===== config.mk =====
export PLATFORM = sky130hd
export DESIGN_NAME = key_status
export DESIGN_NICKNAME = d
export VERILOG_FILES = /design/src/design/mmio_pkg.sv /design/src/design/key_status.sv
export VERILOG_INCLUDE_DIRS = /design/src /design/src/design
export SDC_FILE = /design/constraint.sdc
export NUM_CORES = 1
export LEC_CHECK = 0
export BUFFER_PORTS_ARGS = -buffer_cell sky130_fd_sc_hd__clkbuf_2
export CORE_UTILIZATION = 61
export CTS_BUF_LIST = sky130_fd_sc_hd__clkbuf_8
export CTS_CLUSTER_SIZE = 40
export DETAILED_ROUTE_END_ITERATION = 12
export PLACE_DENSITY = 0.87
export SLEW_MARGIN = 10
export SYNTH_ARGS = -nofsm -noshare
export SYNTH_HDL_FRONTEND = slang
export SYNTH_SLANG_ARGS = --single-unit

===== constraint.sdc =====
create_clock -name clk -period 3.34 [get_ports clk]
set_input_delay 0.501 -clock clk [delete_from_list [all_inputs] [get_ports clk]]
set_output_delay 0.501 -clock clk [all_outputs]
set_load 0.005 [all_outputs]

===== src/design/mmio_consts.svh =====
`ifndef MMIO_CONSTS_SVH
`define MMIO_CONSTS_SVH

`default_nettype none

////////////////////
// Data path widths
////////////////////

`define MMIO_WORD_W         16
`define MMIO_INSTR_W        18

////////////////////
// Address map
////////////////////

// PRAM command queue, status readable at the same address
`define MMIO_ADDR_PRAM      16'h0000
`define MMIO_ADDR_LCD       16'h3FFF

// Key counters run upward from here: Esc, Spacebar, A, D, S, W
`define MMIO_ADDR_KEY_BASE  16'h3FF9
`define MMIO_NUM_KEYS       6

// Low address bits that index the data RAM
`define DATA_RAM_AW         10
`define PRAM_QUEUE_DEPTH    8

`default_nettype wire

`endif

===== src/design/mmio_pkg.sv =====
`include "mmio_consts.svh"

`default_nettype none

package mmio_pkg;

	// CPU data word, also used for addresses
	typedef logic [`MMIO_WORD_W-1:0] word_t;

	typedef logic [`MMIO_INSTR_W-1:0] instr_t;

	// Numbered in address order from the key base
	typedef enum logic [$clog2(`MMIO_NUM_KEYS)-1:0] {
		reset_key  = 0,  // Esc
		shoot      = 1,  // Spacebar
		turn_left  = 2,  // A
		turn_right = 3,  // D
		backward   = 4,  // S
		forward    = 5   // W
	} key_id_e;

	// One press count per key
	typedef word_t [forward:reset_key] key_counts_t;

endpackage

`default_nettype wire


===== src/design/key_status.sv =====
`include "mmio_consts.svh"

`default_nettype none

module key_status import mmio_pkg::*; (
	input  logic                      clk,
	input  logic                      rst_n,
	input  logic [`MMIO_NUM_KEYS-1:0] key_press,
	input  logic                      keyboard_reset,
	output key_counts_t               key_counts
);

	key_counts_t counts_next;

	////////////////////
	// Next counts
	////////////////////

	// Each press adds one, held at the top value
	always_comb begin
		counts_next = key_counts;
		for (int k = 0; k < `MMIO_NUM_KEYS; k++) begin
			if (key_press[k] && (key_counts[k] != '1)) begin
				counts_next[k] = key_counts[k] + 1'b1;
			end
		end
	end

	////////////////////
	// Counter registers
	////////////////////

	// Clear from the CPU beats a press in the same cycle
	always_ff @(posedge clk) begin
		if (!rst_n) begin
			key_counts <= '0;
		end else if (keyboard_reset) begin
			key_counts <= '0;
		end else begin
			key_counts <= counts_next;
		end
	end

endmodule

`default_nettype wire


==> qor.yml, run 1 <==
antenna_found_initial: 0
synthArstFlopShare_pct: 0
grt_pass1_wl_mm: 19.9
worstMarginPinSlew_ns: 0.952
setup_viol: 0
ir_drop_mv: 0.213
synthesis.area_sq_um: 4910
syn_avg_cell_area_sq_um: 8.25
regArea_sq_um: 1920
cts.path.max_buffers: 2
fin_nets: 710
core_area_sq_um: 7770
cp.arrival_ns: 2.22
yosys-top-cells-count: "dfxtp_1, nand2_1, a21oi_1"
synthToLayoutAreaGrowth_pct: 17.2
globalplace.congestion: 0.923
largest_reg_flops: 96
fin_crit_ns: 2.00
r2r_cells: 4
via_count: 5179
numCtsBuffers: 9
placementRows: 32
fillers: 638
synthCells: 595
root_buffer: "clkbuf_8"
drv_slew: 0
cp_slowest_cell: "nor4_1"
clock_latency_ns: 0.36
clkTransAtPathRegs_ns: 0.10
grt_pass1_vias: 4563
clock_skew_ns: 0.0132
cts_sinks: 96
final_cells: 802
reg_top3: "key_counts x96"
multi_input_area_sq_um: 2880
drv_cap: 0
timing.critical_path.from: "key_counts[44]$_SDFFE_PP0P_"
synth_edf_count: 0
min_path_type: "in -> reg"
fmax_ghz: 0.499
placedCellCount: 786
slowest_delay_ns: 0.84
setup.worst_path.start_class: "flop"
cts.htree.levels: 3
diodes: 0
synth-seq-cells: 96
tns_ns: 0
synth_area_leaders: "dfxtp_1, nand2_1, a21oi_1"
yosys.area.top_type_share_pct: 39.1
cts.repair.resized: 0
yosysMostFrequentCell: "dfxtp_1"
gr-total-overflow: 0
dieArea_sq_um: 8410
crit_required_ns: 3.56
ys_types: 46
place.port_buffers: 104
critPathCapture: "key_counts[37]$_SDFFE_PP0P_"
rr_startpoint: "key_counts[44]$_SDFFE_PP0P_"
worstPathMaxFanout: 7
wl_per_cell_um: 14.9
largest-register: "key_counts"
relSlewSlack_pct: 36.4
reg2reg_setup_slack_ns: 1.34
gr-usage-all-layers_pct: 28.3
rsz0062_at_grt: "false"
initialDrtViolationCount: 370
route.detailed.drc: 0
finalCritPeriodShare_pct: 60.0
r2r-end: "key_counts[37]$_SDFFE_PP0P_"
wirelength_mm: 11.9
total_power_w: 0.00209
synth-main-ff-cell: "dfxtp_1"
worstPathCellList: "nand4_1, nor4_1, or4_1, a21oi_1"
drive_gt1_share_pct: 18.4
grt_max_degree: 45
total_leakage_power_nw: 1.97
dp_hpwl_mm: 8.45
via_per_inst: 6.46
yosysSeqAreaShare_pct: 39.1
cts_tree: "done"
ctsHoldBuffers: 0
start_util_pct: 63.2
drt-pass1-iter-count: 7
die_h_um: 91.7
hold_violations: 0
yosysTopAreaCell: "dfxtp_1"
p_per_area_nw_per_um2: 363
synth_fp_nets: 610
drtAntennaViolNets: 0
critPathCaptureType: "flop"
ys_warn_count: 0
path_class: "reg -> reg"
fp.dieW_um: 91.7
io-pin-count: 105
status: "completed"
cts_setup_buffers: 0
[kinds of logic after synthesis]
kind of cell,synth area share [%]
adders and majority gates,1.53
DFF,39.1
xor gates and xnor gates,1.78
and+or+nand+nor,33.7
AOI/OAI and AO/OA,18.5
muxes,2.85
buffers and inverters,2.47
[routing by layer]
metal  vias up  routed length [um]  GRT usage (%)
li1       2511                   -              -
met1      2423                5210           36.3
met2       211                5770           46.9
met3        34                 672           3.65
met4         0                 295           14.1
met5         -                   0              0
[stage by stage]
step | util, % | setup WS, ns | cell area (sq um) | hold slack, ns
after floorplan | - | 1.55 | 4910 | 0.472
after global placement | 71.1 | 1.38 | 5520 | 0.478
after detailed placement | 71.1 | 1.33 | 5520 | 0.488
after CTS | 74.1 | 1.36 | 5750 | 0.432
after global routing | 74.1 | 1.13 | 5750 | 0.471
final | 74.1 | 1.34 | 5750 | 0.446
[final cells by class]
class	count	area share [%]
Timing Repair Buffer	107	9.44
Clock buffer	11	2.63
Inverter	14	0.913
Clock inverter	5	1.39
Tap cell	102	2.22
Sequential cell	96	33.4
Multi-Input combinational cell	467	50.0
[worst min-delay path by stage]
stage / slack, ns / depth (start not counted) / startpoint / end
after global placement: 0.48 / 2 / key_counts[79]$_SDFFE_PP0P_ / key_counts[79]$_SDFFE_PP0P_
after detailed placement: 0.49 / 2 / key_counts[79]$_SDFFE_PP0P_ / key_counts[79]$_SDFFE_PP0P_
final: 0.45 / 2 / key_press[0] / key_counts[12]$_SDFFE_PP0P_
after CTS: 0.43 / 2 / key_press[0] / key_counts[12]$_SDFFE_PP0P_
after global routing: 0.47 / 2 / key_press[0] / key_counts[12]$_SDFFE_PP0P_
after floorplan: 0.47 / 2 / key_counts[79]$_SDFFE_PP0P_ / key_counts[79]$_SDFFE_PP0P_
[worst max-delay path: cells and delay by family, from the launching register on]
kind	cells	cell delay [ns]
AOI/OAI and AO/OA	1	0.06
DFF	1	0.43
and+or+nand+nor	3	1.36
[power breakdown]
group / switching (W) / internal [W]
logic: 0.0000468 / 0.0000233
clock network: 0.000396 / 0.000462
registers: 0.00000970 / 0.00115
total: 0.000453 / 0.00163
[cell usage in the layout, fill, tap and decap left out, types with 3 or more instances in the layout]
cell and n:
o211ai_1 8, mux2i_1 14, and2_1 9, o31ai_1 21
or3_1 22, dfxtp_1 96, and4_1 12, xor2_1 8
a211oi_1 7, and3_1 8, nor4_1 12, nand4_1 28
ha_1 6, inv_1 15, a31oi_1 5, clkbuf_8 11
nand2b_1 15, nor3_1 26, nand3_1 42, a21oi_1 43
buf_4 3, o41ai_1 14, clkbuf_2 104, or4_1 23
o21ai_0 27, o311ai_0 4, nor2_1 30, nand2_1 58
(Power assumes the default switching activity.)
==> inputs of run 2 (changes only) <==
CORE_UTILIZATION = 57   (was 61)
PLACE_DENSITY = 0.82   (was 0.87)
clock period = 2.1 ns   (was 3.34 ns; I/O delays follow)
==> qor.yml, run 2 (synthesis results as in run 1) <==
final_common_cell: "clkbuf_2"  # unchanged
reg_top3: "key_counts x96"  # unchanged
placementRows: 33  # was 32
critPathCaptureType: "flop"  # unchanged
die_h_um: 94.8  # was 91.7 um
ctsHoldBuffers: 0  # unchanged
root_buffer: "clkbuf_8"  # unchanged
multi_input_area_sq_um: 2880  # unchanged
drtAntennaViolNets: 0  # unchanged
place_area_sq_um: 5640  # was 5520 sq um
io-pin-count: 105  # unchanged
drive_gt1_share_pct: 19.9  # was 18.4%
fillers: 726  # was 638
place.port_buffers: 104  # unchanged
cts_tree: "done"  # unchanged
ir_drop_mv: 0.486  # was 0.213 mV
grt_pass1_wl_mm: 20.0  # was 19.9 mm
setup.worst_path.start_class: "flop"  # unchanged
path_class: "reg -> reg"  # unchanged
rsz0062_at_grt: "false"  # unchanged
fp.dieW_um: 94.8  # was 91.7 um
grt_pass1_vias: 4556  # was 4,563
final_cells: 819  # was 802
p_per_area_nw_per_um2: 545  # was 363 nW/um^2
finalInstanceArea_sq_um: 5840  # was 5750 sq um
cts_sinks: 96  # unchanged
largest-register: "key_counts"  # unchanged
total_leakage_power_nw: 2.04  # was 1.97 nW
largest_reg_flops: 96  # unchanged
dp_hpwl_mm: 8.73  # was 8.45 mm
status: "completed"  # unchanged
drv_slew: 0  # unchanged
gr-total-overflow: 0  # unchanged
drv_cap: 0  # unchanged
placedCellCount: 803  # was 786
worstPathMaxFanout: 8  # was 7
fmax_ghz: 0.529  # was 0.499 GHz
relSlewSlack_pct: 55.9  # was 36.4%
via_count: 5101  # was 5,179
fin_nets: 724  # was 710
globalplace.congestion: 0.899  # was 0.923
initialDrtViolationCount: 192  # was 370
fin_ws_ns: 0.209  # was 1.34 ns
cts.path.max_buffers: 2  # unchanged
regArea_sq_um: 1920  # unchanged
cts.htree.levels: 3  # unchanged
layout_common_cells: "clkbuf_2, dfxtp_1, nand2_1"  # unchanged
cp.arrival_ns: 2.18  # was 2.22 ns
fin_crit_ns: 1.89  # was 2.00 ns
place_ws_ns: 0.244  # was 1.33 ns
dieArea_sq_um: 8990  # was 8410 sq um
hold_violations: 0  # unchanged
gr-usage-all-layers_pct: 27.5  # was 28.3%
clock_skew_ns: 0.00856  # was 0.0132 ns
min_path_type: "in -> reg"  # unchanged
antenna_found_initial: 0  # unchanged
numCtsBuffers: 9  # unchanged
crit_required_ns: 2.38  # was 3.56 ns
tns_ns: 0  # unchanged
finalCritPeriodShare_pct: 90.1  # was 60.0%
cts.repair.resized: 0  # unchanged
clock_latency_ns: 0.35  # was 0.36 ns
final_util_pct: 70.8  # was 74.1%
route.detailed.drc: 0  # unchanged
cts_setup_buffers: 0  # unchanged
setup_viol: 0  # unchanged
diodes: 0  # unchanged
synthToLayoutAreaGrowth_pct: 19.0  # was 17.2%
wl_per_cell_um: 14.8  # was 14.9 um
wirelength_mm: 12.1  # was 11.9 mm
worstMarginPinSlew_ns: 0.653  # was 0.952 ns
start_util_pct: 59.5  # was 63.2%
via_per_inst: 6.23  # was 6.46
core_area_sq_um: 8260  # was 7770 sq um
clkTransAtPathRegs_ns: 0.09  # was 0.10 ns
grt_max_degree: 25  # was 45
drt-pass1-iter-count: 5  # was 7
run 2: worst paths after layout:
path                                     from                     endpoint  slack [ns]  cells after the start
hold reg to reg   key_counts[79]$_SDFFE_PP0P_  key_counts[79]$_SDFFE_PP0P_        0.50                      2
setup reg to reg  key_counts[40]$_SDFFE_PP0P_  key_counts[36]$_SDFFE_PP0P_        0.21                      4
hold / removal                   key_press[0]  key_counts[12]$_SDFFE_PP0P_        0.28                      2
setup / recovery  key_counts[40]$_SDFFE_PP0P_  key_counts[36]$_SDFFE_PP0P_        0.21                      4
run 2: worst max-delay path, stage by stage (launching register included):
cell and delay, ns:
dfxtp_1 0.47, nand4_1 0.29, o41ai_1 0.70, o21ai_0 0.21, a21oi_1 0.17
run 2: where the power goes:
group          internal, W  total, W  switching [W]
registers          0.00183   0.00184      0.0000126
clock network     0.000605   0.00122       0.000613
logic            0.0000471  0.000128      0.0000807
run 2: through the flow:
stage          total power [W]  hold slack, ns
2_1_floorplan          0.00195           0.425
3_3_place_gp           0.00201           0.472
3_5_place_dp           0.00201           0.484
4_1_cts                0.00322           0.259
5_1_grt                0.00331           0.280
6_report               0.00319           0.283
run 2: layout make-up:
type / instances / area share, %
clock buffers: 11 / 2.59
repair buffers: 121 / 11.3
flip-flops and latches: 96 / 32.9
multi-input cells: 467 / 49.3
well taps: 105 / 2.25
inverters: 14 / 0.899
clock inverters: 5 / 0.814
run 2: layer usage:
| layer | share of wire (%) | track usage (%) | routed length (um) |
|---|---|---|---|
| met1 | 45 | 33.8 | 5530 |
| met3 | 5.8 | 6.92 | 705 |
| met4 | 0.88 | 8.21 | 107 |
| met2 | 48 | 47.0 | 5810 |
| met5 | 0 | 0 | 0 |
