File: src/design/mmio_consts.svh
`ifndef MMIO_CONSTS_SVH
`define MMIO_CONSTS_SVH

`default_nettype none

////////////////////
// Data path widths
////////////////////

`define MMIO_WORD_W         16
`define MMIO_INSTR_W        18

////////////////////
// Address map
////////////////////

// PRAM command queue, status readable at the same address
`define MMIO_ADDR_PRAM      16'h0000
`define MMIO_ADDR_LCD       16'h3FFF

// Key counters run upward from here: Esc, Spacebar, A, D, S, W
`define MMIO_ADDR_KEY_BASE  16'h3FF9
`define MMIO_NUM_KEYS       6

// Low address bits that index the data RAM
`define DATA_RAM_AW         10
`define PRAM_QUEUE_DEPTH    8

`default_nettype wire

`endif
File: src/design/mmio_pkg.sv
`include "mmio_consts.svh"

`default_nettype none

package mmio_pkg;

	// CPU data word, also used for addresses
	typedef logic [`MMIO_WORD_W-1:0] word_t;

	typedef logic [`MMIO_INSTR_W-1:0] instr_t;

	// Numbered in address order from the key base
	typedef enum logic [$clog2(`MMIO_NUM_KEYS)-1:0] {
		reset_key  = 0,  // Esc
		shoot      = 1,  // Spacebar
		turn_left  = 2,  // A
		turn_right = 3,  // D
		backward   = 4,  // S
		forward    = 5   // W
	} key_id_e;

	// One press count per key
	typedef word_t [forward:reset_key] key_counts_t;

endpackage

`default_nettype wire

File: src/design/output_devices.sv
`include "mmio_consts.svh"

`default_nettype none

module output_devices import mmio_pkg::*; (
	input  logic  clk,
	input  logic  rst_n,
	input  word_t write_data,
	input  logic  lcd_wr_en,
	input  logic  pram_wr_en,
	input  logic  pram_pop,
	output word_t lcd_data,
	output logic  lcd_update,
	output word_t pram_data,
	output logic  pram_empty,
	output logic  pram_full
);

	localparam int DEPTH = `PRAM_QUEUE_DEPTH;
	localparam int PTR_W = $clog2(DEPTH);
	localparam int CNT_W = $clog2(DEPTH + 1);

	word_t queue [DEPTH];

	logic [PTR_W-1:0] wr_ptr;
	logic [PTR_W-1:0] rd_ptr;
	logic [CNT_W-1:0] count;
	logic [CNT_W-1:0] count_next;
	logic             push;
	logic             pop;

	////////////////////
	// LCD register
	////////////////////

	// Update pulse is the cycle after the write
	always_ff @(posedge clk) begin
		if (!rst_n) begin
			lcd_data   <= '0;
			lcd_update <= 1'b0;
		end else begin
			lcd_update <= lcd_wr_en;
			if (lcd_wr_en) begin
				lcd_data <= write_data;
			end
		end
	end

	////////////////////
	// PRAM queue
	////////////////////

	// Writes to a full queue are lost
	assign push = pram_wr_en && !pram_full;
	assign pop  = pram_pop && !pram_empty;

	always_comb begin
		case ({push, pop})
			2'b10:   count_next = count + 1'b1;
			2'b01:   count_next = count - 1'b1;
			default: count_next = count;
		endcase
	end

	always_ff @(posedge clk) begin
		if (push) begin
			queue[wr_ptr] <= write_data;
		end
	end

	// Flags come from the next count so they line up with it
	always_ff @(posedge clk) begin
		if (!rst_n) begin
			wr_ptr     <= '0;
			rd_ptr     <= '0;
			count      <= '0;
			pram_empty <= 1'b1;
			pram_full  <= 1'b0;
		end else begin
			if (push) begin
				wr_ptr <= (wr_ptr == PTR_W'(DEPTH - 1)) ? '0 : wr_ptr + 1'b1;
			end
			if (pop) begin
				rd_ptr <= (rd_ptr == PTR_W'(DEPTH - 1)) ? '0 : rd_ptr + 1'b1;
			end
			count      <= count_next;
			pram_empty <= (count_next == '0);
			pram_full  <= (count_next == CNT_W'(DEPTH));
		end
	end

	// Head entry
	assign pram_data = queue[rd_ptr];

endmodule

`default_nettype wire

File: config.mk
export PLATFORM = sky130hd
export DESIGN_NAME = output_devices
export DESIGN_NICKNAME = d
export VERILOG_FILES = /design/src/design/mmio_pkg.sv /design/src/design/output_devices.sv
export VERILOG_INCLUDE_DIRS = /design/src /design/src/design
export SDC_FILE = /design/constraint.sdc
export NUM_CORES = 1
export LEC_CHECK = 0
export ABC_CLOCK_PERIOD_IN_PS = 2900
export CORE_AREA = 5 5 112 114
export CTS_BUF_LIST = sky130_fd_sc_hd__clkbuf_4 sky130_fd_sc_hd__clkbuf_8 sky130_fd_sc_hd__clkbuf_16
export DETAILED_ROUTE_END_ITERATION = 12
export DIE_AREA = 0 0 117 119
export DONT_BUFFER_PORTS = 1
export PLACE_DENSITY = 0.73
export SYNTH_ARGS = -nofsm -noshare
export SYNTH_HDL_FRONTEND = slang
export SYNTH_SLANG_ARGS = --single-unit
export TNS_END_PERCENT = 1
File: constraint.sdc
create_clock -name clk -period 2.9 [get_ports clk]
set_clock_uncertainty 0.05 [all_clocks]
set_input_delay 0 -clock clk [delete_from_list [all_inputs] [get_ports clk]]
set_output_delay 0 -clock clk [all_outputs]
set_load 0.005 [all_outputs]
==> results of run 1 <==
## per-layer routing
layer | vias up | part of all wire [%]
li1 | 1373 | -
met1 | 1500 | 42
met2 | 77 | 50
met3 | 14 | 5.8
met4 | 0 | 1.8
met5 | - | 0
## cells in the mapped netlist (2+ instances only)
cell | n | area [µm²]
edfxtp_1 | 128 | 3840
dfxtp_1 | 32 | 641
mux4_2 | 32 | 721
nor2b_1 | 22 | 138
mux2i_1 | 18 | 180
mux2_2 | 16 | 180
nand2_1 | 11 | 41.3
a21boi_1 | 7 | 52.6
clkbuf_1 | 7 | 26.3
nor3_1 | 7 | 35.0
ha_1 | 6 | 75.1
nand2b_1 | 6 | 37.5
buf_6 | 4 | 45.0
a21oi_1 | 3 | 15.0
buf_1 | 3 | 11.3
nor2_1 | 3 | 11.3
buf_2 | 2 | 10.0
inv_2 | 2 | 7.51
nor3b_1 | 2 | 15.0
o21ai_1 | 2 | 10.0
o22ai_1 | 2 | 12.5
## registers in the layout, summed over array words and instances, names as in the netlist, named ones only
| signal | cells |
|---|---|
| count | 4 |
| pram_empty | 1 |
| rd_ptr | 3 |
| pram_full | 1 |
| lcd_data | 16 |
| lcd_update | 1 |
| queue | 128 |
| wr_ptr | 3 |
## area by class of cell
type,count,share of cell area (%)
clock buffer,24,6.79
clock inverter,8,0.900
inverter,2,0.104
multi-input combinational,151,23.0
sequential,160,62.1
tap,143,2.48
timing repair buffer,34,4.61
## report_power, final
part | switching, µW | internal [µW] | total, µW
registers | 50.0 | 2570 | 2620
clock network | 797 | 1260 | 2060
logic | 258 | 259 | 517
## worst max-delay path, cell delays in order (launching register included)
cell	delay [ns]
dfxtp_1	0.32
and2b_2	0.30
inv_2	0.14
ha_1	0.27
and4b_1	0.27
o21ai_1	0.08
a221oi_2	0.36
mux2i_1	0.26
nor2b_1	0.15
## cells by family after synthesis
kind of cell | synth area share, %
flip-flops | 72.0
multiplexers | 17.3
AND/OR/NAND/NOR | 5.28
AO/OA/AOI/OAI | 2.19
buffers and inverters | 1.73
adder cells (fa/ha/maj) | 1.20
XOR/XNOR | 0.281
## cells in the final DEF, fill, tap and decap left out, types with 11 or more instances in the layout
master	synthesis	layout
dlygate4sd3_1	0	21
nor2b_1	22	22
mux2_2	16	16
edfxtp_1	128	128
mux2i_1	18	18
nand2_1	11	11
clkbuf_16	0	17
dfxtp_1	32	31
buf_4	1	11
mux4_2	32	32
## path summary, 6_finish.rpt
kind	slack [ns]	startpoint	endpoint
max reg2reg	0.62	pram_full	pram_full
max	0.62	pram_full	pram_full
min reg2reg	0.44	rd_ptr[1]	rd_ptr[1]
min	0.39	write_data[12]	queue[4][12]
## metrics by stage
step	power, µW	instances	instance area, µm²	worst slack (ns)	hold slack (ns)
after CTS	5250	522	7230	0.607	0.368
after global placement	3120	468	6440	0.727	0.0376
after global routing	5410	522	7230	0.433	0.370
final	5200	522	7230	0.623	0.386
after detailed placement	3140	468	6440	0.634	0.0493
after floorplan	3060	330	6230	0.0363	0.0489
==> impl_metrics.env, run 1 <==
export IMPL_clock_latency_ns=0.42
export IMPL_ys_ff_latch=160
export IMPL_dr_pass1_iters=4
export IMPL_p_leak_uw=0.00242
export IMPL_drc=0
export IMPL_post_cts_resized=0
export IMPL_slew_headroom_pct=22.6
export IMPL_final_max_slew_viol_count=0
export IMPL_rsz0062_at_grt="no"
export IMPL_fill_cells=805
export IMPL_synth_flop_cell="edfxtp_1"
export IMPL_postCtsSetupBuffers=0
export IMPL_cts_sink_count=160
export IMPL_area_delta_synth_final_pct=16.0
export IMPL_use_met1_pct=23.0
export IMPL_antenna_cells=0
export IMPL_antenna_found_initial=0
export IMPL_synth_cells=330
export IMPL_start_util_pct=55.0
export IMPL_dp_hpwl_um=6510
export IMPL_vias=2964
export IMPL_final_antenna_net_count=0
export IMPL_cts_tree="done"
export IMPL_grt_use_met2_pct=27.2
export IMPL_hp_class="primary input to flip-flop"
export IMPL_netlist_area_um2=6230
export IMPL_async_flop_share_pct=0
export IMPL_wl_um=11300
export IMPL_place_gp_congestion=0.754
export IMPL_seq_area_um2=4490
export IMPL_hold_buffers=22
export IMPL_critPathKind="flip-flop to flip-flop"
export IMPL_setup_viol_count_final=0
export IMPL_min_period_ns=2.28
export IMPL_worst_r2r_path_depth=8
export IMPL_ys_warn_count=0
export IMPL_num_rows=39
export IMPL_path_max_fanout=12
export IMPL_period_share_pct=78.5
export IMPL_synth_seq_area_share_pct=72.0
export IMPL_grt_busiest_layer="met2"
export IMPL_tightest_slew_ns=1.16
export IMPL_die_area_um2=13900
export IMPL_post_route_util_pct=63.8
export IMPL_setup_tns_final_ns=0
export IMPL_clk_pin_slew_ns=0.06
export IMPL_groute_usage_overall_pct=17.6
export IMPL_holdPathStages=1
export IMPL_syn_nets=357
export IMPL_portBuffers=0
export IMPL_h_tree_depth=4
export IMPL_drv_cap=0
export IMPL_ios=56
export IMPL_drive_gt1_share_pct=26.9
export IMPL_chipWidth_um=117
export IMPL_multi_input_area_um2=1670
export IMPL_fmax_mhz=439
export IMPL_die_h_um=119
export IMPL_grt_first_pass_wirelength_um=17500
export IMPL_cts_root_buffer="clkbuf_16"
export IMPL_first_global_vias=3044
export IMPL_crit_path_end_kind="flip-flop"
export IMPL_wl_per_cell_um=21.7
export IMPL_ys_types=36
export IMPL_irDropWorstVdd_uv=448
export IMPL_cts_buffer_depth=2
export IMPL_startpoint_type="flip-flop"
export IMPL_worstPathArrival_ns=2.58
export IMPL_grt_use_met3_pct=5.88
export IMPL_nets=393
export IMPL_p_per_area_nw_per_um2=719
export IMPL_fp_coreArea_um2=11300
export IMPL_hold_viol=0
export IMPL_drt_iter0_markers=191
export IMPL_grt_overflow_total=0
export IMPL_syn_avg_cell_area_um2=18.9
export IMPL_critPathRequiredTime_ns=3.20
export IMPL_synth_edf_count=128
export IMPL_avgViaCountPerCell=5.68
export IMPL_outcome="finished clean"
export IMPL_numCtsBuffers=17
export IMPL_grt_max_degree=33
Power figures use the tool's default switching activity.
==> inputs of run 2 (changes only) <==
--- a/config.mk
+++ b/config.mk
@@ -6,13 +6,13 @@
 export SDC_FILE = /design/constraint.sdc
 export NUM_CORES = 1
 export LEC_CHECK = 0
-export ABC_CLOCK_PERIOD_IN_PS = 2900
+export ABC_CLOCK_PERIOD_IN_PS = 2300
 export CORE_AREA = 5 5 112 114
 export CTS_BUF_LIST = sky130_fd_sc_hd__clkbuf_4 sky130_fd_sc_hd__clkbuf_8 sky130_fd_sc_hd__clkbuf_16
 export DETAILED_ROUTE_END_ITERATION = 12
 export DIE_AREA = 0 0 117 119
 export DONT_BUFFER_PORTS = 1
-export PLACE_DENSITY = 0.73
+export PLACE_DENSITY = 0.7
 export SYNTH_ARGS = -nofsm -noshare
 export SYNTH_HDL_FRONTEND = slang
 export SYNTH_SLANG_ARGS = --single-unit
==> constraint.sdc (replaced) <==
create_clock -name clk -period 2.3 [get_ports clk]
set_clock_uncertainty 0.05 [all_clocks]
set_input_delay 0 -clock clk [delete_from_list [all_inputs] [get_ports clk]]
set_output_delay 0 -clock clk [all_outputs]
set_load 0.005 [all_outputs]
==> impl_metrics.env, run 2 (synthesis results as in run 1) <==
export IMPL_cts_root_buffer="clkbuf_16"
export IMPL_crit_path_end_kind="flip-flop"
export IMPL_irDropWorstVdd_uv=649
export IMPL_holdPathStages=1
export IMPL_path_max_fanout=7
export IMPL_dr_pass1_iters=4
export IMPL_worstPathArrival_ns=2.45
export IMPL_drc=0
export IMPL_fp_coreArea_um2=11300
export IMPL_place_ws_ns=0.0976
export IMPL_r2r_start="pram_full"
export IMPL_p_sw_uw=1490
export IMPL_dp_hpwl_um=6770
export IMPL_p_comb_share_pct=9.5
export IMPL_cp_cell_sequence="and2b_4 > inv_2 > ha_2 > and4b_1 > o21ai_1 > a221oi_2 > mux2i_1 > nor2b_1"
export IMPL_largest_reg_flops=128
export IMPL_cts_buffer_depth=2
export IMPL_grt_first_pass_wirelength_um=18400
export IMPL_regMostFlops="queue"
export IMPL_place_area_um2=6470
export IMPL_critPathKind="flip-flop to flip-flop"
export IMPL_place_gp_congestion=0.718
export IMPL_wl_per_cell_um=22.3
export IMPL_rsz0062_at_grt="no"
export IMPL_r2r_end="pram_full"
export IMPL_fill_cells=785
export IMPL_die_area_um2=13900
export IMPL_period_share_pct=93.5
export IMPL_cts_tree="done"
export IMPL_groute_usage_overall_pct=18.3
export IMPL_top_regs="queue: 128 flops, lcd_data: 16 flops, count: 4 flops"
export IMPL_seqPwrFrac_pct=46.5
export IMPL_seq_area_um2=4490
export IMPL_setup_ws_ns=0.149
export IMPL_tightest_slew_ns=1.14
export IMPL_post_route_util_pct=65.3
export IMPL_critPathRequiredTime_ns=2.60
export IMPL_worst_r2r_path_depth=8
export IMPL_slew_headroom_pct=23.9
export IMPL_pwr_share_clk_pct=44.0
export IMPL_clock_latency_ns=0.41
export IMPL_internal_power_uw=5670
export IMPL_p_per_area_nw_per_um2=969
export IMPL_holdPathEnd="queue[2][12]"
export IMPL_avgViaCountPerCell=5.77
export IMPL_fin_area_um2=7390
export IMPL_chipWidth_um=117
export IMPL_antenna_found_initial=0
export IMPL_p_leak_uw=0.00247
export IMPL_postCtsSetupBuffers=0
export IMPL_fmax_mhz=465
export IMPL_num_rows=39
export IMPL_drv_cap=0
export IMPL_final_max_slew_viol_count=0
export IMPL_die_h_um=119
export IMPL_hold_viol=0
export IMPL_grt_overflow_total=0
export IMPL_layout_common_cells="edfxtp_1 (128), mux4_2 (32), dfxtp_1 (31)"
export IMPL_vias=3030
export IMPL_setup_viol_count_final=0
export IMPL_outcome="finished clean"
export IMPL_cts_sink_count=160
export IMPL_multi_input_area_um2=1680
export IMPL_min_period_ns=2.15
export IMPL_nets=396
export IMPL_hp_class="primary input to flip-flop"
export IMPL_portBuffers=0
export IMPL_wl_um=11700
export IMPL_ios=56
export IMPL_first_global_vias=3242
export IMPL_startpoint_type="flip-flop"
export IMPL_slowest_stage="a221oi_2"
export IMPL_min_from="write_data[12]"
export IMPL_fin_hold_ws_ns=0.376
export IMPL_final_antenna_net_count=0
export IMPL_area_delta_synth_final_pct=18.7
export IMPL_antenna_cells=0
export IMPL_final_common_cell="edfxtp_1"
export IMPL_start_util_pct=55.0
export IMPL_drive_gt1_share_pct=28.5
export IMPL_grt_max_degree=33
export IMPL_drt_iter0_markers=250
export IMPL_power_total_uw=7160
export IMPL_numCtsBuffers=17
export IMPL_slowest_delay_ns=0.40
export IMPL_r2r_slack_ns=0.15
export IMPL_clk_pin_slew_ns=0.06
export IMPL_sw_frac_of_total_pct=20.8
export IMPL_h_tree_depth=4
run 2: cell types whose count changed in the layout (fill, tap and decap cells not counted), sizes merged:
cell      before  now
buf           13   16
clkbuf        24   19
clkinv         6    2
bufinv         1    6
clkinvlp       1    5
run 2: area by class of cell:
| type | count | area share [%] |
|---|---|---|
| repair buffers | 37 | 4.81 |
| well taps | 143 | 2.42 |
| multi-input cells | 151 | 22.8 |
| flip-flops and latches | 160 | 60.7 |
| clock inverters | 13 | 3.18 |
| clock buffers | 19 | 6.04 |
| inverters | 2 | 0.102 |
run 2: layer usage:
metal / wire (µm) / track usage [%]
met5: 0 / 0
met3: 552 / 4.72
met2: 6070 / 29.1
met4: 163 / 7.03
met1: 4910 / 24.3
run 2: timing repair:
action / CTS / global route
setup endpoints to repair: 0 / 4
hold buffers: 22 / 0
resized for setup: 0 / 4
endpoints found under the hold margin: 160 / 0
run 2: power groups by stage:
stage	combinational [µW]	sequential, µW	clock (µW)
2_1_floorplan	519	3340	0
3_3_place_gp	584	3380	0
3_5_place_dp	607	3390	0
4_1_cts	690	3330	3210
5_1_grt	748	3340	3350
6_report	682	3330	3150
run 2: worst max-delay path: cells and delay by family, from the launching register on:
family          cells  cell delay, ns
simple gates        3            0.70
compound gates      2            0.50
flops               1            0.33
mux                 1            0.24
fa+ha+maj           1            0.21
buf+inv             1            0.06
run 2: worst max-delay path by stage:
stage          startpoint            end  slack (ns)
4_1_cts         flip-flop  pram_data[15]        0.05
6_report        pram_full      pram_full        0.15
5_1_grt         pram_full      pram_full        0.01
3_5_place_dp    pram_full      pram_full         0.1
2_1_floorplan   pram_full    queue[2][0]       -0.16
3_3_place_gp    pram_full      pram_full        0.23
run 2: metrics by stage:
step | setup TNS [ns] | cells
3_3_place_gp | 0 | 471
5_1_grt | 0 | 525
4_1_cts | 0 | 525
2_1_floorplan | -7.85 | 330
3_5_place_dp | 0 | 471
6_report | 0 | 525
