[src/design/mmio_consts.svh]
`ifndef MMIO_CONSTS_SVH
`define MMIO_CONSTS_SVH

`default_nettype none

////////////////////
// Data path widths
////////////////////

`define MMIO_WORD_W         16
`define MMIO_INSTR_W        18

////////////////////
// Address map
////////////////////

// PRAM command queue, status readable at the same address
`define MMIO_ADDR_PRAM      16'h0000
`define MMIO_ADDR_LCD       16'h3FFF

// Key counters run upward from here: Esc, Spacebar, A, D, S, W
`define MMIO_ADDR_KEY_BASE  16'h3FF9
`define MMIO_NUM_KEYS       6

// Low address bits that index the data RAM
`define DATA_RAM_AW         10
`define PRAM_QUEUE_DEPTH    8

`default_nettype wire

`endif
[src/design/mmio_pkg.sv]
`include "mmio_consts.svh"

`default_nettype none

package mmio_pkg;

	// CPU data word, also used for addresses
	typedef logic [`MMIO_WORD_W-1:0] word_t;

	typedef logic [`MMIO_INSTR_W-1:0] instr_t;

	// Numbered in address order from the key base
	typedef enum logic [$clog2(`MMIO_NUM_KEYS)-1:0] {
		reset_key  = 0,  // Esc
		shoot      = 1,  // Spacebar
		turn_left  = 2,  // A
		turn_right = 3,  // D
		backward   = 4,  // S
		forward    = 5   // W
	} key_id_e;

	// One press count per key
	typedef word_t [forward:reset_key] key_counts_t;

endpackage

`default_nettype wire

[src/design/data_bus_if.sv]
`default_nettype none

interface data_bus_if import mmio_pkg::*; ();

	// Plain strobe bus, no handshake
	word_t addr;
	word_t wdata;
	logic  we;
	word_t rdata;

	// Decoder side
	modport controller (
		output addr,
		output wdata,
		output we,
		input  rdata
	);

	// RAM side, rdata follows addr in the same cycle
	modport memory (
		input  addr,
		input  wdata,
		input  we,
		output rdata
	);

endinterface

`default_nettype wire

[src/design/mem_controller.sv]
`include "mmio_consts.svh"

`default_nettype none

module mem_controller import mmio_pkg::*; (
	input  word_t       cpu_data_in,
	input  word_t       cpu_data_addr,
	input  logic        cpu_data_wr_en,
	input  word_t       cpu_instr_addr,
	input  instr_t      main_instr_in,
	output word_t       cpu_data_out,
	output instr_t      cpu_instr_out,
	output word_t       main_instr_addr,
	data_bus_if.controller ram,
	input  key_counts_t key_counts,
	output logic        keyboard_reset,
	output logic        lcd_wr_en,
	output logic        pram_wr_en,
	output word_t       write_data,
	input  logic        pram_full
);

	localparam int KEY_ID_W = $bits(key_id_e);

	logic    is_lcd;
	logic    is_pram;
	logic    is_key;
	word_t   key_offset;
	key_id_e key_sel;
	word_t   pram_status;

	////////////////////
	// Instruction port
	////////////////////

	// Instruction memory sits outside, straight through
	assign main_instr_addr = cpu_instr_addr;
	assign cpu_instr_out   = main_instr_in;

	////////////////////
	// Address decode
	////////////////////

	assign is_lcd  = (cpu_data_addr == `MMIO_ADDR_LCD);
	assign is_pram = (cpu_data_addr == `MMIO_ADDR_PRAM);

	// Addresses below the base wrap to a large offset
	assign key_offset = cpu_data_addr - `MMIO_ADDR_KEY_BASE;
	assign is_key     = (key_offset < `MMIO_NUM_KEYS);
	assign key_sel    = key_id_e'(key_offset[KEY_ID_W-1:0]);

	// Full flag in bit 0
	assign pram_status = {{(`MMIO_WORD_W - 1){1'b0}}, pram_full};

	// Same write word to every target
	assign ram.addr   = cpu_data_addr;
	assign ram.wdata  = cpu_data_in;
	assign write_data = cpu_data_in;

	////////////////////
	// Strobe steering and read mux
	////////////////////

	always_comb begin
		ram.we         = 1'b0;
		lcd_wr_en      = 1'b0;
		pram_wr_en     = 1'b0;
		keyboard_reset = 1'b0;
		cpu_data_out   = '0;

		if (is_lcd) begin
			// Write only, reads as zero
			lcd_wr_en = cpu_data_wr_en;
		end else if (is_pram) begin
			pram_wr_en   = cpu_data_wr_en;
			cpu_data_out = pram_status;
		end else if (is_key) begin
			cpu_data_out   = key_counts[key_sel];
			// Nonzero store clears all counters
			keyboard_reset = cpu_data_wr_en && (cpu_data_in != '0);
		end else begin
			ram.we       = cpu_data_wr_en;
			cpu_data_out = ram.rdata;
		end
	end

endmodule

`default_nettype wire

[src/flat_wrapper.sv]
// flat-port wrapper written by rule: the top's interface ports become plain ports
module mem_controller_flat import mmio_pkg::*;
  (cpu_data_in, cpu_data_addr, cpu_data_wr_en, cpu_instr_addr, main_instr_in, cpu_data_out, cpu_instr_out, main_instr_addr, key_counts, keyboard_reset, lcd_wr_en, pram_wr_en, write_data, pram_full, ram_addr, ram_wdata, ram_we, ram_rdata);
  data_bus_if ram_i ();
  input  word_t cpu_data_in;
  input  word_t cpu_data_addr;
  input  logic cpu_data_wr_en;
  input  word_t cpu_instr_addr;
  input  instr_t main_instr_in;
  output word_t cpu_data_out;
  output instr_t cpu_instr_out;
  output word_t main_instr_addr;
  input  key_counts_t key_counts;
  output logic keyboard_reset;
  output logic lcd_wr_en;
  output logic pram_wr_en;
  output word_t write_data;
  input  logic pram_full;
  output wire logic [$bits(ram_i.addr)-1:0] ram_addr;
  output wire logic [$bits(ram_i.wdata)-1:0] ram_wdata;
  output wire logic [$bits(ram_i.we)-1:0] ram_we;
  input wire logic [$bits(ram_i.rdata)-1:0] ram_rdata;
  assign ram_addr = ram_i.addr;
  assign ram_wdata = ram_i.wdata;
  assign ram_we = ram_i.we;
  assign ram_i.rdata = ram_rdata;
  mem_controller u_core (.cpu_data_in(cpu_data_in), .cpu_data_addr(cpu_data_addr), .cpu_data_wr_en(cpu_data_wr_en), .cpu_instr_addr(cpu_instr_addr), .main_instr_in(main_instr_in), .cpu_data_out(cpu_data_out), .cpu_instr_out(cpu_instr_out), .main_instr_addr(main_instr_addr), .ram(ram_i), .key_counts(key_counts), .keyboard_reset(keyboard_reset), .lcd_wr_en(lcd_wr_en), .pram_wr_en(pram_wr_en), .write_data(write_data), .pram_full(pram_full));
endmodule
[config.mk]
export PLATFORM = sky130hd
export DESIGN_NAME = mem_controller_flat
export DESIGN_NICKNAME = d
export VERILOG_FILES = /design/src/design/mmio_pkg.sv /design/src/design/data_bus_if.sv /design/src/design/mem_controller.sv /design/src/flat_wrapper.sv
export VERILOG_INCLUDE_DIRS = /design/src /design/src/design
export SDC_FILE = /design/constraint.sdc
export NUM_CORES = 1
export LEC_CHECK = 0
export ABC_AREA = 1
export ABC_CLOCK_PERIOD_IN_PS = 2800
export BUFFER_PORTS_ARGS = -buffer_cell sky130_fd_sc_hd__buf_2
export CAP_MARGIN = 15
export CORE_AREA = 8 8 103 105
export DETAILED_ROUTE_END_ITERATION = 10
export DIE_AREA = 0 0 111 113
export GPL_TIMING_DRIVEN = 0
export PLACE_DENSITY = 0.69
export SLEW_MARGIN = 20
export SYNTH_ARGS = -nofsm -noshare
export SYNTH_HDL_FRONTEND = slang
export SYNTH_SLANG_ARGS = --single-unit
[constraint.sdc]
create_clock -name vclk -period 2.8
set_input_delay 0.28 -clock vclk [all_inputs]
set_output_delay 0.28 -clock vclk [all_outputs]
set_load 0.01 [all_outputs]
==> results of run 1 <==
[repair_timing]
| action | CTS | global route |
|---|---|---|
| gates resized for setup | 13 | 7 |
| gates cloned | 0 | 1 |
| pin swaps | 1 | 4 |
| buffers inserted | 6 | 1 |
| setup endpoints to repair | 18 | 18 |
[cell type report]
| type | instances | area, um2 |
|---|---|---|
| well taps | 111 | 139 |
| plain buffers | 99 | 717 |
| diodes | 2 | 5.00 |
| multi-input cells | 302 | 1590 |
| inverters | 55 | 219 |
| fillers | 991 | 4980 |
| repair buffers | 255 | 1330 |
[report_power, final]
part | internal [mW] | switching (mW)
clock | 0.0000000956 | 0
sequential | 0 | 0
combinational | 0.292 | 0.292
total | 0.292 | 0.292
[how the worst max path moves through the flow]
stage / startpoint / endpoint / slack, ps / depth (start not counted)
2_1_floorplan: cpu_data_addr[0] / cpu_data_out[10] / 190 / 16
3_3_place_gp: cpu_data_addr[0] / cpu_data_out[15] / -820 / 16
3_5_place_dp: cpu_data_addr[0] / cpu_data_out[15] / -840 / 16
4_1_cts: cpu_data_addr[0] / cpu_data_out[15] / 20 / 17
5_1_grt: cpu_data_addr[0] / cpu_data_out[1] / 70 / 16
6_report: cpu_data_addr[0] / cpu_data_out[1] / 260 / 17
[routing by layer]
layer | global-route usage, % | up-vias
met5 | 0 | -
met4 | 2.61 | 0
met3 | 4.13 | 8
met2 | 32.6 | 191
met1 | 20.1 | 1571
li1 | - | 1925
[kinds of logic (layout without fill, tap and decap cells)]
family | Yosys count | count (layout)
mux | 9 | 9
buf+inv | 157 | 409
fa+ha+maj | 3 | 3
xor+xnor | 1 | 1
other cells | 0 | 2
compound gates | 72 | 72
simple gates | 217 | 217
[cell usage in the layout, fill, tap and decap left out, types with 2 or more instances in the layout]
master      count
clkbuf_1        8
a221oi_1        8
nand4_1        10
clkinvlp_4      2
a211oi_1        8
nand2_2         4
ha_1            2
nor3_1          2
nor2_2          5
o21ai_1        10
nor4_1          4
diode_2         2
a21oi_2         3
mux2i_1         9
inv_2           4
a21oi_1        17
clkbuf_2        2
o21ai_0         6
buf_2         247
buf_4          89
nand2_1       121
nand3_1        30
inv_1          48
buf_6           5
o211ai_1       15
nor2_1         29
or2_2           8
a21oi_4         2
==> impl_results.md, run 1 <==
- Synth Area in XOR/XNOR: less than 1%
- Setup TNS Final: 0 ps
- Initial Util: 27.9%
- Hold path endpoint: cpu_instr_out[11]
- Number of DRC violations after detailed routing: 0
- Max Used Layer: met4
- DP HPWL: between 10 and 15 mm
- CP max stage cell: ha_2
- ANT nets after route: 0
- Area Growth Syn to Fin: 59.9%
- Post-synthesis compound-gate area fraction: 19.3%
- Crit path arrival time: roughly 2300 ps
- Adder-Cell Fraction of Synth Area: 1.50%
- Clock buffers: 0
- Pre-CTS setup slack: -838 ps
- Hold path startpoint: main_instr_in[11]
- WL/cell: roughly 15 um
- Hold_buf cts: 0
- Gate Count Post-Synth: ~460
- Area occupied by registers: 0 um2
- Placed cell area: approximately 0.0039 mm2
- Setup violators final: 0
- DR vias/cell: 4.48
- RSZ-0062 raised after global routing: no
- Pleak: ~2.4 nW
- Register area share after synthesis: 0%
- Cell accounting for the most synthesized area: buf_4
- Seq cells: 0
- I/O Buffers: 247
- GRT Util Overall: 17.5%
- Main area contributors after synthesis: buf_4 25%, nand2_1 18%, inv_1 7.7%, nand3_1 6.0%, o211ai_1 4.5%
- Largest net degree at the start of global routing: 16
- Post-route setup slack: between 200 and 300 ps
- Final Instance Count excl. Fillers: 824
- IR drop worst, VDD: about 0.000060 V
- Avg Cell Area, Syn: between 5 and 6 um2
- Hold WS: about 750 ps
- Number of I/O pins: around 280
- Final period util: just over 90%
- Post-layout min period: roughly 2500 ps
- Post-Synth Simple-Gate Area: between 30% and 40%
- Placer Congestion: around 0.86
- Post-synthesis mux area share: ~3.6%
- Max-Cap Viols: 0
- Cell total after placement: a little over 800
- Yosys warning count: 0
- Synth unique cells: 35
- Vias in the first global route: approximately 3700
- Largest stage delay, worst path: between 200 and 300 ps
- Initial antenna violation count: 2
- Row cnt: 35
- Core box area: 0.00898 mm2
- Routed WL: around 12 mm
- Post-Synthesis Cell Area: 0.00250 mm2
- Net Count, Synth: between 600 and 700
- NumNets Final: between 800 and 900
- Hold Violations, Final: 0
- Post-layout utilization of the core: between 40 and 50%
- Hold WC Path Type: in -> out
- Largest family of logic cells by synthesized area: simple AND/OR/NAND/NOR gates
- WS Path Type: in -> out
- Met2 wire len: just over 6 mm
- Post-synth top cells: 121 x nand2_1, 83 x buf_4, 51 x inv_1
- Yosys top cell area share: 24.9%
- Post-Layout Inst Area: between 0.003 and 0.004 mm2
- Chip width: 111 um
- Critical path launch point type: input port
- Met3 routed WL: slightly below 1 mm
- DRT Pass-1 Iters: 4
- GR Overflow Total: 0
- Via count: ~3700
- Layout cells sized above 1: a little over half
- Top delay family on crit path: simple AND/OR/NAND/NOR gates
- Worst path required time: about 2500 ps
- DRT met1 WL: between 4 and 5 mm
- First-pass GRT wire length: 18.7 mm
- DR iter-0 viols: 201
- Power per Cell Area: 146 mW/mm2
- WHS Path Cells: 2
- Crit path capture type: primary output
- Max frequency: 393 MHz
- Count leader, synth: nand2_1
- Outcome: complete, no violations
- Die Area: 0.0125 mm2
- Most frequent CP cell: nand2_1
- Die height: between 100 and 150 um
- Worst-margin pin slew: ~540 ps
- Worst-path fanout max: 25
- Worst Path Buf+Inv: 4
- Critical-path cell list: buf_6, inv_6, ha_2, nand2_2, nand2_1, nand2_1, nand2_1, nand2_1, nor2_1, nand2_1, nor2_2, nand3_4, buf_6, nand2_1, nand2_1, a21oi_1, buf_2
- Slew Viols, Final: 0
- Final Power: between 0.5 and 0.6 mW
- Worst rel slew slack: approximately 64%
(Power assumes the default switching activity.)
==> run 2, diff against run 1 <==
Settings changed: ABC_CLOCK_PERIOD_IN_PS 2800 to 2930, CAP_MARGIN 15 to 10, CORE_AREA 8 8 103 105 to 8 8 102 104, DIE_AREA 0 0 111 113 to 0 0 110 112, PLACE_DENSITY 0.69 to 0.7.
Clock period 2.8 ns to 2.93 ns, I/O delays scaled along.
==> run 2 against run 1 <==
Wire length up 0.43%. Worst setup slack worse by 36 ps. Flip-flop and latch count unchanged. Via count down 0.24%.
==> impl_results.md, run 2 (synthesized netlist as in run 1, its figures left out) <==
- Seq cells: 0
- WHS Path Cells: 2
- CP startpoint: cpu_data_addr[0]
- DR iter-0 viols: 208
- CP max stage cell: ha_2
- Pleak: ~2.4 nW
- Number of I/O pins: 282
- IR drop worst, VDD: between 0.00005 and 0.00006 V
- DP HPWL: 10.8 mm
- CP endpoint: cpu_data_out[8]
- Worst rel slew slack: ~64%
- Setup TNS Final: 0 ps
- Area occupied by registers: 0 um2
- Hold_buf cts: 0
- Crit path arrival time: ~2400 ps
- Crit path capture type: primary output
- Initial Util: 28.1%
- Fill count: around 1000
- Critical-path cell list: buf_4, inv_6, ha_2, buf_4, inv_2, nand3_1, nand3_1, nor2_1, nand3_1, nor2_2, nand3_4, buf_4, clkinvlp_4, a21oi_1, buf_2
- Critical path launch point type: input port
- Largest net degree at the start of global routing: 16
- Via count: about 3700
- NumNets Final: around 900
- WS Path Type: in -> out
- Initial antenna violation count: 0
- Largest stage delay, worst path: ~300 ps
- GR Overflow Total: 0
- Core box area: between 0.008 and 0.009 mm2
- DR vias/cell: between 4 and 5
- Layout cells sized above 1: a little over half
- RSZ-0062 raised after global routing: no
- Post-layout utilization of the core: between 40% and 50%
- Worst path required time: 2640 ps
- Multi-input logic area: between 0.0015 and 0.002 mm2
- Commonest cells after routing, fill and taps aside: 247 x buf_2, 121 x nand2_1, 90 x buf_4
- Chip width: 110 um
- Power per Cell Area: around 140 mW/mm2
- Die height: 112 um
- Worst-path fanout max: 25
- Area Growth Syn to Fin: 56.6%
- Setup violators final: 0
- WL/cell: about 15 um
- First-pass GRT wire length: 18.3 mm
- Slew Viols, Final: 0
- ANT nets after route: 0
- Post-layout min period: between 2000 and 3000 ps
- Vias in the first global route: 3555
- Final period util: between 90% and 100%
- Outcome: complete, no violations
- Worst-margin pin slew: 538 ps
- Leading cell type in the layout, fill and taps excluded: buf_2
- Clock buffers: 0
- Placed cell area: 0.00388 mm2
- Max frequency: 369 MHz
- Routed WL: 12.3 mm
- DRT Pass-1 Iters: 4
- Die Area: around 0.012 mm2
- Post-Layout Inst Area: just under 0.004 mm2
- Hold WC Path Type: in -> out
- Hold Violations, Final: 0
- Number of DRC violations after detailed routing: 0
- I/O Buffers: ~250
- Row cnt: 35
- GRT Util Overall: a little under a fifth
- Final Power: ~0.55 mW
- Placer Congestion: 0.845
- Max-Cap Viols: 0
- N_diodes: 0
run 2: stage by stage:
stage | setup WS (ps) | hold slack (ps) | std cells
2_1_floorplan | 295 | 673 | 459
3_3_place_gp | -706 | 773 | 817
3_5_place_dp | -726 | 774 | 817
4_1_cts | 36.1 | 773 | 818
5_1_grt | 21.3 | 776 | 819
6_report | 221 | 772 | 819
run 2: routing by layer:
layer  vias up  wire, um  GRT usage [%]
li1       1914         -              -
met1      1570      4680           21.7
met2       202      6100           33.0
met3         0      1510           3.99
met4         0         0              0
met5         -         0              0
run 2: how the worst min path moves through the flow:
stage	from	endpoint	slack, ps
4_1_cts	main_instr_in[11]	cpu_instr_out[11]	770
5_1_grt	cpu_instr_addr[2]	main_instr_addr[2]	780
2_1_floorplan	cpu_data_wr_en	lcd_wr_en	670
3_5_place_dp	main_instr_in[11]	cpu_instr_out[11]	770
3_3_place_gp	cpu_instr_addr[5]	main_instr_addr[5]	770
6_report	cpu_instr_addr[2]	main_instr_addr[2]	770
run 2: area by class of cell:
class | instances | share of cell area (%)
repair buffers | 251 | 32.4
inverters | 55 | 5.49
well taps | 111 | 3.55
plain buffers | 100 | 18.2
multi-input cells | 302 | 40.4
run 2: report_power, final:
| group | switching, mW | internal, mW |
|---|---|---|
| Sequential | 0 | 0 |
| Clock | 0 | 0 |
| Combinational | 0.279 | 0.273 |
| Total | 0.279 | 0.273 |
run 2: critical path: cells and delay by family:
family / cells / cell delay [ps]
AOI/OAI and AO/OA: 1 / 200
buffers and inverters: 7 / 1100
and+or+nand+nor: 6 / 510
adders and majority gates: 1 / 300
run 2: repair_timing:
action	CTS	global route
endpoints found under the setup margin	18	18
setup buffers	2	2
pin swaps	0	2
resized for setup	9	2
